--- config.mk ---
export PLATFORM = sky130hd
export DESIGN_NAME = branch_predictor
export DESIGN_NICKNAME = d
export VERILOG_FILES = /design/src/verilog/riscv_pkg.sv /design/src/verilog/bp_pkg.sv /design/src/verilog/bp_btb.sv /design/src/verilog/bp_gshare.sv /design/src/verilog/branch_predictor.sv
export VERILOG_INCLUDE_DIRS = /design/src /design/src/verilog
export SDC_FILE = /design/constraint.sdc
export NUM_CORES = 2
export LEC_CHECK = 0
export ABC_AREA = 1
export BUFFER_PORTS_ARGS = -buffer_cell sky130_fd_sc_hd__buf_4
export CORE_ASPECT_RATIO = 1.75
export CORE_UTILIZATION = 40
export DETAILED_ROUTE_END_ITERATION = 12
export SLEW_MARGIN = 10
export SYNTH_ARGS = -nofsm -noshare
export SYNTH_HDL_FRONTEND = slang
export SYNTH_SLANG_ARGS = --single-unit
export TNS_END_PERCENT = 100
--- constraint.sdc ---
create_clock -name clk -period 3.6 [get_ports clk]
set_clock_uncertainty 0.15 [all_clocks]
set_input_delay 0.18 -clock clk [delete_from_list [all_inputs] [get_ports clk]]
set_output_delay 0.18 -clock clk [all_outputs]
set_load 0.02 [all_outputs]
--- src/verilog/bp_settings.svh ---
// table sizes and pc width for the branch predictor, included by every file that sizes storage
`ifndef BP_SETTINGS_SVH
`define BP_SETTINGS_SVH

// number of btb entries, must be a power of two
`define BP_BTB_ENTRIES 32

// global history width, also the pht index width
`define BP_GHR_BITS 5

`define BP_ADDR_BITS 32

`endif

--- src/verilog/riscv_pkg.sv ---
// rv32i instruction encodings used by the fetch-stage predictor to classify control flow
`default_nettype none

package riscv_pkg;

    // bits [6:0] of every rv32i instruction
    typedef logic [6:0] opcode_t;

    // jump and link, always taken
    localparam opcode_t OP_JAL    = 7'b1101111;

    // register-indirect jump, also always taken
    localparam opcode_t OP_JALR   = 7'b1100111;

    // beq, bne, blt, bge, bltu, bgeu share one opcode
    localparam opcode_t OP_BRANCH = 7'b1100011;

endpackage : riscv_pkg

`default_nettype wire

--- src/verilog/bp_pkg.sv ---
// types shared by the btb and the gshare direction predictor, sized from the settings header
`default_nettype none

`include "bp_settings.svh"

package bp_pkg;

    localparam int BTB_IDX_BITS = $clog2(`BP_BTB_ENTRIES);

    // 2-bit saturating counter, upper bit set means taken
    typedef logic [1:0] ctr_t;

    // weakly not taken
    localparam ctr_t CTR_RESET = 2'd1;

    typedef enum logic {
        KIND_BRANCH = 1'b0,
        KIND_JUMP   = 1'b1
    } btb_kind_t;

    typedef logic [BTB_IDX_BITS-1:0] btb_idx_t;

    typedef logic [`BP_GHR_BITS-1:0] pht_idx_t;

endpackage : bp_pkg

`default_nettype wire

--- src/verilog/bp_btb.sv ---
// direct-mapped branch target buffer; looks up the fetch pc and is written by resolved jumps/branches
`default_nettype none
`timescale 1ns/10ps

`include "bp_settings.svh"

module bp_btb (
    input  wire logic                     clk,
    input  wire logic                     arst_n_i,

    // fetch side
    input  wire logic [`BP_ADDR_BITS-1:0] pc_i,
    input  wire logic                     pht_taken_i,

    // resolution from execute
    input  wire logic                     upd_valid_i,
    input  wire logic [`BP_ADDR_BITS-1:0] upd_pc_i,
    input  wire riscv_pkg::opcode_t       upd_op_i,
    input  wire logic [`BP_ADDR_BITS-1:0] upd_target_i,

    output logic                          pht_upd_o,
    output logic                          pred_taken_o,
    output logic [`BP_ADDR_BITS-1:0]      pred_target_o
);

    localparam int IDX_LSB  = 2;
    localparam int TAG_LSB  = IDX_LSB + bp_pkg::BTB_IDX_BITS;
    localparam int TAG_BITS = `BP_ADDR_BITS - TAG_LSB;

    logic [`BP_BTB_ENTRIES-1:0] valid_q;
    logic [TAG_BITS-1:0]        tag_mem    [`BP_BTB_ENTRIES];
    bp_pkg::btb_kind_t          kind_mem   [`BP_BTB_ENTRIES];
    logic [`BP_ADDR_BITS-1:0]   target_mem [`BP_BTB_ENTRIES];

    bp_pkg::btb_idx_t    rd_idx;
    logic [TAG_BITS-1:0] rd_tag;
    logic                rd_hit;

    bp_pkg::btb_idx_t    wr_idx;
    logic [TAG_BITS-1:0] wr_tag;
    logic                upd_is_jump;
    logic                upd_is_branch;
    logic                wr_en;

    assign rd_idx = pc_i[TAG_LSB-1:IDX_LSB];
    assign rd_tag = pc_i[`BP_ADDR_BITS-1:TAG_LSB];

    assign wr_idx = upd_pc_i[TAG_LSB-1:IDX_LSB];
    assign wr_tag = upd_pc_i[`BP_ADDR_BITS-1:TAG_LSB];

    // opcode classification happens only here
    assign upd_is_jump   = (upd_op_i == riscv_pkg::OP_JAL) || (upd_op_i == riscv_pkg::OP_JALR);
    assign upd_is_branch = (upd_op_i == riscv_pkg::OP_BRANCH);
    assign wr_en         = upd_valid_i && (upd_is_jump || upd_is_branch);

    // conditional branches also train the direction predictor
    assign pht_upd_o = upd_valid_i && upd_is_branch;

    assign rd_hit = valid_q[rd_idx] && (tag_mem[rd_idx] == rd_tag);

    always_comb begin
        pred_taken_o = 1'b0;
        if (rd_hit) begin
            // jumps always go, branches follow the pht
            pred_taken_o = (kind_mem[rd_idx] == bp_pkg::KIND_JUMP) || pht_taken_i;
        end
    end

    assign pred_target_o = pred_taken_o ? target_mem[rd_idx] : '0;

    always_ff @(posedge clk or negedge arst_n_i) begin
        if (!arst_n_i) begin
            valid_q <= '0;
        end else if (wr_en) begin
            valid_q[wr_idx] <= 1'b1;
        end
    end

    // entry payload, whole entry is rewritten on every accepted update
    always_ff @(posedge clk) begin
        if (wr_en) begin
            tag_mem[wr_idx]    <= wr_tag;
            kind_mem[wr_idx]   <= upd_is_jump ? bp_pkg::KIND_JUMP : bp_pkg::KIND_BRANCH;
            target_mem[wr_idx] <= upd_target_i;
        end
    end

endmodule : bp_btb

`default_nettype wire

--- src/verilog/bp_gshare.sv ---
// gshare direction predictor: global history xor pc indexes a table of 2-bit counters
`default_nettype none
`timescale 1ns/10ps

`include "bp_settings.svh"

module bp_gshare (
    input  wire logic                     clk,
    input  wire logic                     arst_n_i,
    input  wire logic [`BP_ADDR_BITS-1:0] pc_i,
    input  wire logic                     ghr_clear_i,

    // training from a resolved conditional branch
    input  wire logic                     pht_upd_i,
    input  wire logic                     upd_taken_i,
    input  wire bp_pkg::pht_idx_t         upd_pht_index_i,

    output bp_pkg::pht_idx_t              pht_index_o,
    output logic                          pht_taken_o
);

    localparam int PHT_ENTRIES = 1 << `BP_GHR_BITS;

    bp_pkg::pht_idx_t ghr_q;
    bp_pkg::ctr_t     pht_q [PHT_ENTRIES];

    bp_pkg::ctr_t     upd_ctr;
    bp_pkg::ctr_t     next_ctr;

    assign pht_index_o = pc_i[`BP_GHR_BITS+1:2] ^ ghr_q;
    assign pht_taken_o = pht_q[pht_index_o][1];

    assign upd_ctr = pht_q[upd_pht_index_i];

    // saturate at 0 and 3
    always_comb begin
        next_ctr = upd_ctr;
        if (upd_taken_i && (upd_ctr != 2'b11)) begin
            next_ctr = upd_ctr + 2'd1;
        end else if (!upd_taken_i && (upd_ctr != 2'b00)) begin
            next_ctr = upd_ctr - 2'd1;
        end
    end

    always_ff @(posedge clk or negedge arst_n_i) begin
        if (!arst_n_i) begin
            for (int i = 0; i < PHT_ENTRIES; i++) begin
                pht_q[i] <= bp_pkg::CTR_RESET;
            end
        end else if (pht_upd_i) begin
            pht_q[upd_pht_index_i] <= next_ctr;
        end
    end

    // clear wins over a shift in the same cycle
    always_ff @(posedge clk or negedge arst_n_i) begin
        if (!arst_n_i) begin
            ghr_q <= '0;
        end else if (ghr_clear_i) begin
            ghr_q <= '0;
        end else if (pht_upd_i) begin
            ghr_q <= {ghr_q[`BP_GHR_BITS-2:0], upd_taken_i};
        end
    end

endmodule : bp_gshare

`default_nettype wire

--- src/verilog/branch_predictor.sv ---
// fetch-stage branch predictor top, joins the btb with the gshare direction predictor
`default_nettype none
`timescale 1ns/10ps

`include "bp_settings.svh"

module branch_predictor (
    input  wire logic                     clk,
    input  wire logic                     arst_n_i,

    // prediction for the current fetch pc
    input  wire logic [`BP_ADDR_BITS-1:0] pc_i,
    output logic                          pred_taken_o,
    output logic [`BP_ADDR_BITS-1:0]      pred_target_o,
    output bp_pkg::pht_idx_t              pred_pht_index_o,

    // resolution from execute
    input  wire logic                     upd_valid_i,
    input  wire logic [`BP_ADDR_BITS-1:0] upd_pc_i,
    input  wire logic [6:0]               upd_op_i,
    input  wire logic                     upd_taken_i,
    input  wire logic [`BP_ADDR_BITS-1:0] upd_target_i,
    input  wire bp_pkg::pht_idx_t         upd_pht_index_i,

    input  wire logic                     ghr_clear_i
);

    logic pht_taken;
    logic pht_upd;

    bp_btb btb0 (
        .clk           (clk),
        .arst_n_i      (arst_n_i),
        .pc_i          (pc_i),
        .pht_taken_i   (pht_taken),
        .upd_valid_i   (upd_valid_i),
        .upd_pc_i      (upd_pc_i),
        .upd_op_i      (upd_op_i),
        .upd_target_i  (upd_target_i),
        .pht_upd_o     (pht_upd),
        .pred_taken_o  (pred_taken_o),
        .pred_target_o (pred_target_o)
    );

    // upd_taken_i rides along with the branch strobe from the btb
    bp_gshare gshare0 (
        .clk             (clk),
        .arst_n_i        (arst_n_i),
        .pc_i            (pc_i),
        .ghr_clear_i     (ghr_clear_i),
        .pht_upd_i       (pht_upd),
        .upd_taken_i     (upd_taken_i),
        .upd_pht_index_i (upd_pht_index_i),
        .pht_index_o     (pred_pht_index_o),
        .pht_taken_o     (pht_taken)
    );

endmodule : branch_predictor

`default_nettype wire

After elaboration in Yosys (flattened, before gate mapping)

Memory sizes are Yosys's and may differ from the RTL's.
Index checks and enable logic that the tools add are counted.

Word-level logic and storage cells: 89
Memories kept: 3
Input bits: 113
Output and inout bits: 38
Flip-flop bits (word level): 101
RAM bits: 1856

Multiplexer cells: 22
Bitwise gates (word level): 4
Eq/ne operators: 5
$lt $le $gt $ge: 6
Add/subtract/negate cells: 2
Reductions and logical operators: 13

Memories:

| memory          | words | width | rd ports | clocked after Yosys merged registers in | wr ports | RTL line     | RTL |
|---|---|---|---|---|---|---|---|
| btb0.target_mem | 32    | 32    | 1        | 0                                       | 1        | bp_btb.sv:33 | `` logic [`BP_ADDR_BITS-1:0] target_mem [`BP_BTB_ENTRIES]; `` |
| btb0.tag_mem    | 32    | 25    | 1        | 0                                       | 1        | bp_btb.sv:31 | `` logic [TAG_BITS-1:0] tag_mem [`BP_BTB_ENTRIES]; `` |
| btb0.kind_mem   | 32    | 1     | 1        | 0                                       | 1        | bp_btb.sv:32 | `` bp_pkg::btb_kind_t kind_mem [`BP_BTB_ENTRIES]; `` |

Operator list:

| operator                                                   | count |
|---|---|
| bitwise mux 64 bit                                         | 1 |
| two-way mux 32 bit                                         | 1 |
| OR 32 bit                                                  | 1 |
| == test 25 bit                                             | 1 |
| == test 7 bit, second input constant                       | 3 |
| binary-select mux 2 bit (select 5 bit)                     | 2 |
| two-way mux 2 bit                                          | 7 |
| >= comparator 6 bit, second input constant                 | 2 |
| less-than comparator 5 x 6 -> 1 bit, second input constant | 2 |
| inverter 5 -> 6 bit                                        | 2 |
| demux 2 bit (select 5 bit)                                 | 1 |
| two-way mux 5 bit                                          | 2 |
| logical AND 1 bit                                          | 7 |
| less-than comparator 6 x 1 -> 1 bit, second input constant | 1 |
| two-way mux 1 bit                                          | 6 |
| binary-select mux 1 bit (select 5 bit)                     | 1 |
| demux 1 bit (select 5 bit)                                 | 1 |
| >= comparator 5 x 1 -> 1 bit, second input constant        | 1 |
| bitwise XOR 5 bit                                          | 1 |
| nonzero test 2 bit                                         | 2 |
| logical OR 1 bit                                           | 3 |
| adder 2 x 1 -> 2 bit, second input constant                | 1 |
| inequality test 2 bit, second input constant               | 1 |
| subtractor 2 x 1 -> 2 bit, second input constant           | 1 |
| logical NOT 1 bit                                          | 1 |

Longest topological paths before layout

Depth in word-level cells: 9
Gate-level depth with buffers: 18
Depth with buffers taken out: 15

By module

From an unflattened synthesis, not the netlist that was laid out.

Cell total of the unflattened synthesis: 6782
Area total of the unflattened synthesis: 80415.9 um^2

Modules (own cells, without submodules):

| module    | instances | cells an instance | area each (um^2) |
|---|---|---|---|
| bp_btb    | 1         | 6158              | 76173.1 |
| bp_gshare | 1         | 624               | 4242.8 |

Worst setup path after synthesis

OpenSTA, ideal clock, no wires.

Kind: input -> register
From: input port upd_op_i[5]
To: memory btb0.kind_mem[11] (netlist bit) (enable)
Stages: 9
Required time: 2976 ps
Buffers on the path: 1
Arrival time: 4242 ps
Path slack: -1266 ps
Cell sequence: nand2_1 -> nor2_1 -> nand2_1 -> nor2_1 -> nand2_1 -> nand2_1 -> nand3_1 -> clkbuf_1 -> nor2_1

Cells in the longest elaborated chain, start to end: 6
Elaborated cells on any way between the ends: 8
Those cells by class: eq/ne: 3; mux: 2; reduce/logical: 3

Ends and longest elaborated chain:

| element               | RTL line               | RTL |
|---|---|---|
| start: declaration    | branch_predictor.sv:20 | `input wire logic [6:0] upd_op_i,` |
| == test 7 bit         | bp_btb.sv:52           | `assign upd_is_jump = (upd_op_i == riscv_pkg::OP_JAL) \|\| (upd_op_i == riscv_pkg::OP_JALR);` |
| logical OR 1 bit (*)  | bp_btb.sv:52           |  |
| net btb0.upd_is_jump  | bp_btb.sv:41           | `logic upd_is_jump;` |
| logical OR 1 bit (*)  | bp_btb.sv:54           | `assign wr_en = upd_valid_i && (upd_is_jump \|\| upd_is_branch);` |
| logical AND 1 bit (*) | bp_btb.sv:54           |  |
| two-way mux 1 bit (*) | bp_btb.sv:81           | `if (wr_en) begin` |
| two-way mux 1 bit (*) | bp_btb.sv:83           | `kind_mem[wr_idx] <= upd_is_jump ? bp_pkg::KIND_JUMP : bp_pkg::KIND_BRANCH;` |
| end: declaration      | bp_btb.sv:32           |  |

The timed path passes the listed nets; every way through them passes the cells marked *.

Final worst setup path

From: memory btb0.tag_mem[1][4] (netlist bit)
To: output port pred_target_o[26]

Cells in the longest elaborated chain, start to end: 5

Ends and longest elaborated chain:

| element                   | RTL line               | RTL |
|---|---|---|
| start: declaration        | bp_btb.sv:31           |  |
| memory read (32 x 25 bit) | n/a                    |  |
| == test 25 bit            | bp_btb.sv:59           | `assign rd_hit = valid_q[rd_idx] && (tag_mem[rd_idx] == rd_tag);` |
| logical AND 1 bit         | bp_btb.sv:59           |  |
| two-way mux 1 bit         | bp_btb.sv:63           | `if (rd_hit) begin` |
| two-way mux 32 bit        | bp_btb.sv:69           | `assign pred_target_o = pred_taken_o ? target_mem[rd_idx] : '0;` |
| end: declaration          | branch_predictor.sv:14 | `` output logic [`BP_ADDR_BITS-1:0] pred_target_o, `` |

No other way between the ends.

==> summary.txt <==
Placed design
  • Routability cong.: 0.8808
  • Number of I/O port buffers: 146
  • Placed insts: 9194
  • Dpl hpwl: 139500 µm

Yosys
  • Unique masters post-synth: 37
  • Async set-reset flop share out of synthesis: 0.05161
  • Largest cells by area after synthesis: edfxtp_1, nand2_1, nand3_1, a21oi_1, dfrtp_1
  • Top FF cell, synth: edfxtp_1
  • Syn avg cell area: 12.12 µm²
  • Yosys top cell area share: 0.6980
  • Net Count, Synth: 6706
  • Post-synth EDFFs: 1856
  • Synth Register Bits: 1957
  • Post-Syn Area: 79850 µm²
  • Post-Syn Instances: 6591
  • Sequential area share after synthesis: 0.7301
  • YS warnings: 0
  • Area leader, netlist: edfxtp_1

Clock network
  • Worst-path clk slew: 0.06 ns
  • Clock sink count: 1957
  • H-tree levels: 4
  • CTS root buf: clkbuf_16
  • Clock Tree Buf Depth: 4
  • CTS tree: built
  • Num CTS Buffers: 181
  • Worst-Skew Late Latency: 0.82 ns

Timing
  • Final Cycle Share: 0.9785
  • Slew @ Worst Pin: 0.7666 ns
  • Final min period: 3.522 ns
  • WHS: 0.1177 ns
  • Final Hold Fails: 0
  • Max-slew headroom: 0.4889
  • Fmax: 283.9 MHz
  • Final setup fails: 0
  • Fin. max-slew vios: 0
  • RSZ-0062 raised after global routing: yes

Min path
  • Hold Crit Endpoint: gshare0.ghr_q[2]
  • Hold WC Path Type: in2reg
  • Worst hold stages: 5
  • Hold Startpoint: ghr_clear_i

Cells and area
  • Syn-to-layout area delta: 16.53%
  • Non-Filler Instances: 9614
  • Total Nets Final: 6973
  • Share of cells above drive strength 1: 0.1189

Floorplan
  • Std-Cell Rows: 216
  • # IOs: 151
  • Initial Util: 0.4031
  • Die X: 339.7 µm
  • Core Region: 198100 µm²
  • DIE AREA: 201500 µm²
  • Die height: 593.1 µm

Route
  • Drt drc: 0
  • DRT iter0 DRCs: 5252
  • First drt pass iteration count: 5
  • Routed Wire Length: 248800 µm
  • Wirelength per Cell: 25.88 µm
  • Remaining antenna violation count: 0
  • Vias: 54715
  • Via density: 5.691

Global routing
  • Grt total ovfl: 0
  • Largest net degree at the start of global routing: 109
  • Initial antenna violation count: 18
  • Vias in the first global route: 52899
  • GRT Overall Usage: 0.2418
  • First-pass GRT wire length: 359000 µm

Power
  • Pwr Density: 505.4 nW/µm²
  • Peak VDD IR: 0.3597 mV
  • Leakage: 33.13 nW

Worst setup path
  • Worst path most repeated cell: nand2_1
  • CP startpoint: btb0.tag_mem[1][4]
  • Critical path buffer and inverter count: 3
  • FF-to-FF End: gshare0.pht_q[13]
  • R2R setup slack: 0.16 ns
  • Delay-heaviest family, CP: simple AND/OR/NAND/NOR gates
  • Reg2reg path depth: 15
  • Worst Path Max Fanout: 8
  • Setup crit end kind: primary output
  • R2R Path Start: gshare0.pht_q[16]
  • Worst path slowest cell: edfxtp_1
  • CP Class: reg2out
  • Crit path DAT: 3.19 ns
  • CP max stage delay: 0.36 ns
  • Worst path cell trace: nand2_1 -> nand3_1 -> nand3_1 -> nand2_1 -> nand2_1 -> nand3_1 -> nand2_1 -> nand2_1 -> nand2_1 -> nand2_1 -> nor2_2 -> buf_6 -> nand3_4 -> clkbuf_16 -> nor3_2 -> buf_4
  • Worst EP required: 3.27 ns
  • Startpoint types: flop

Run status
  • Outcome: complete, no violations

Run
  • Max Cap Viol: 0
## layout make-up
type / instances / area [µm²]
clock inverter: 92 / 843.3
clock buffer: 221 / 4765
sequential: 1957 / 58300
antenna: 10 / 25.02
inverter: 137 / 555.5
multi-input combinational: 4063 / 19420
tap: 2616 / 3273
timing repair buffer: 518 / 5872
fill: 17293 / 105000
## layer usage
metal / global-route usage / wire length [µm] / vias up
met3: 0.03003 / 16720 / 596
met1: 0.2988 / 94300 / 27533
met2: 0.4214 / 125700 / 2358
met5: 0 / 77 / -
met4: 0.1128 / 11950 / 10
li1: - / - / 24218
## sequential cells by signal, indices dropped and copies added, names as in the netlist
name / flops
btb0.kind_mem: 32
btb0.tag_mem: 800
btb0.target_mem: 1024
btb0.valid_q: 32
gshare0.ghr_q: 5
gshare0.pht_q: 64
## report_power, final
part,switching [mW],internal [mW],total [mW]
Sequential,0.00580,24.9,24.9
Clock,8.37,10.5,18.8
Combinational,2.29,1.00,3.29
Total,10.7,36.4,47.0
## repair_timing
| item | in CTS | in global routing |
|---|---|---|
| cloned | 0 | 8 |
| resized for setup | 11 | 75 |
| setup buffers | 2 | 3 |
| pin swaps | 2 | 24 |
| endpoints found under the setup margin | 33 | 61 |
| endpoints found under the hold margin | 2039 | 0 |
| hold buffers | 85 | 0 |
## tightest hold or removal path, delay by kind of cell
kind	cells	cell delay (ns)
and+or+nand+nor	3	0.17
buffers and inverters	2	0.69
## cell families (layout without fill, tap and decap cells)
logic type / after synthesis / in the layout / share of synthesized area
simple gates: 3066 / 3066 / 0.1601
flops: 1957 / 1957 / 0.7301
compound gates: 990 / 990 / 0.07501
buf+inv: 571 / 968 / 0.03369
xor+xnor: 5 / 5 / 0.0007366
fa+ha+maj: 2 / 2 / 0.0003133
other cells: 0 / 10 / 0
## through the flow
| stage | cell area, µm² | setup slack (ns) | power, mW | util | setup TNS, ns |
|---|---|---|---|---|---|
| finish | 93050 | 0.07754 | 47.03 | 0.4697 | 0 |
| global route | 93040 | -0.03375 | 48.24 | 0.4697 | -0.3356 |
| CTS | 92520 | 0.02004 | 47.24 | 0.4670 | 0 |
| detailed placement | 85950 | 0.1554 | 28.55 | 0.4339 | 0 |
| global placement | 85950 | 0.1672 | 28.52 | 0.4339 | 0 |
| floorplan | 79940 | -0.3803 | 27.08 | - | -617.16 |
## cell usage after synthesis (all sizes together), types with 66 or more instances
master  count
nand2    2094
edfxtp   1856
nand3     800
a21oi     482
buf       296
o21ai     165
clkbuf    138
inv       136
nor2      107
dfrtp      69
o31ai      66
## worst max path at each step
stage / to / slack, ns / depth (start not counted)
6_report: pred_target_o[26] / 0.08 / 16
5_1_grt: pred_target_o[24] / -0.03 / 16
4_1_cts: pred_target_o[31] / 0.02 / 16
3_5_place_dp: pred_target_o[1] / 0.16 / 15
3_3_place_gp: pred_target_o[31] / 0.17 / 17
2_1_floorplan: btb0.kind_mem[27] / -0.38 / 9
## cells in the final DEF (no fill, tap or decap), types with 83 or more instances in the layout
cell type	instances
inv_1	130
dlygate4sd3_1	83
clkbuf_16	191
nand2_1	2077
nand3_1	782
buf_12	126
o21ai_0	132
buf_4	281
edfxtp_1	1856
a21oi_1	482
No activity file was read; power rests on OpenSTA's default activity.
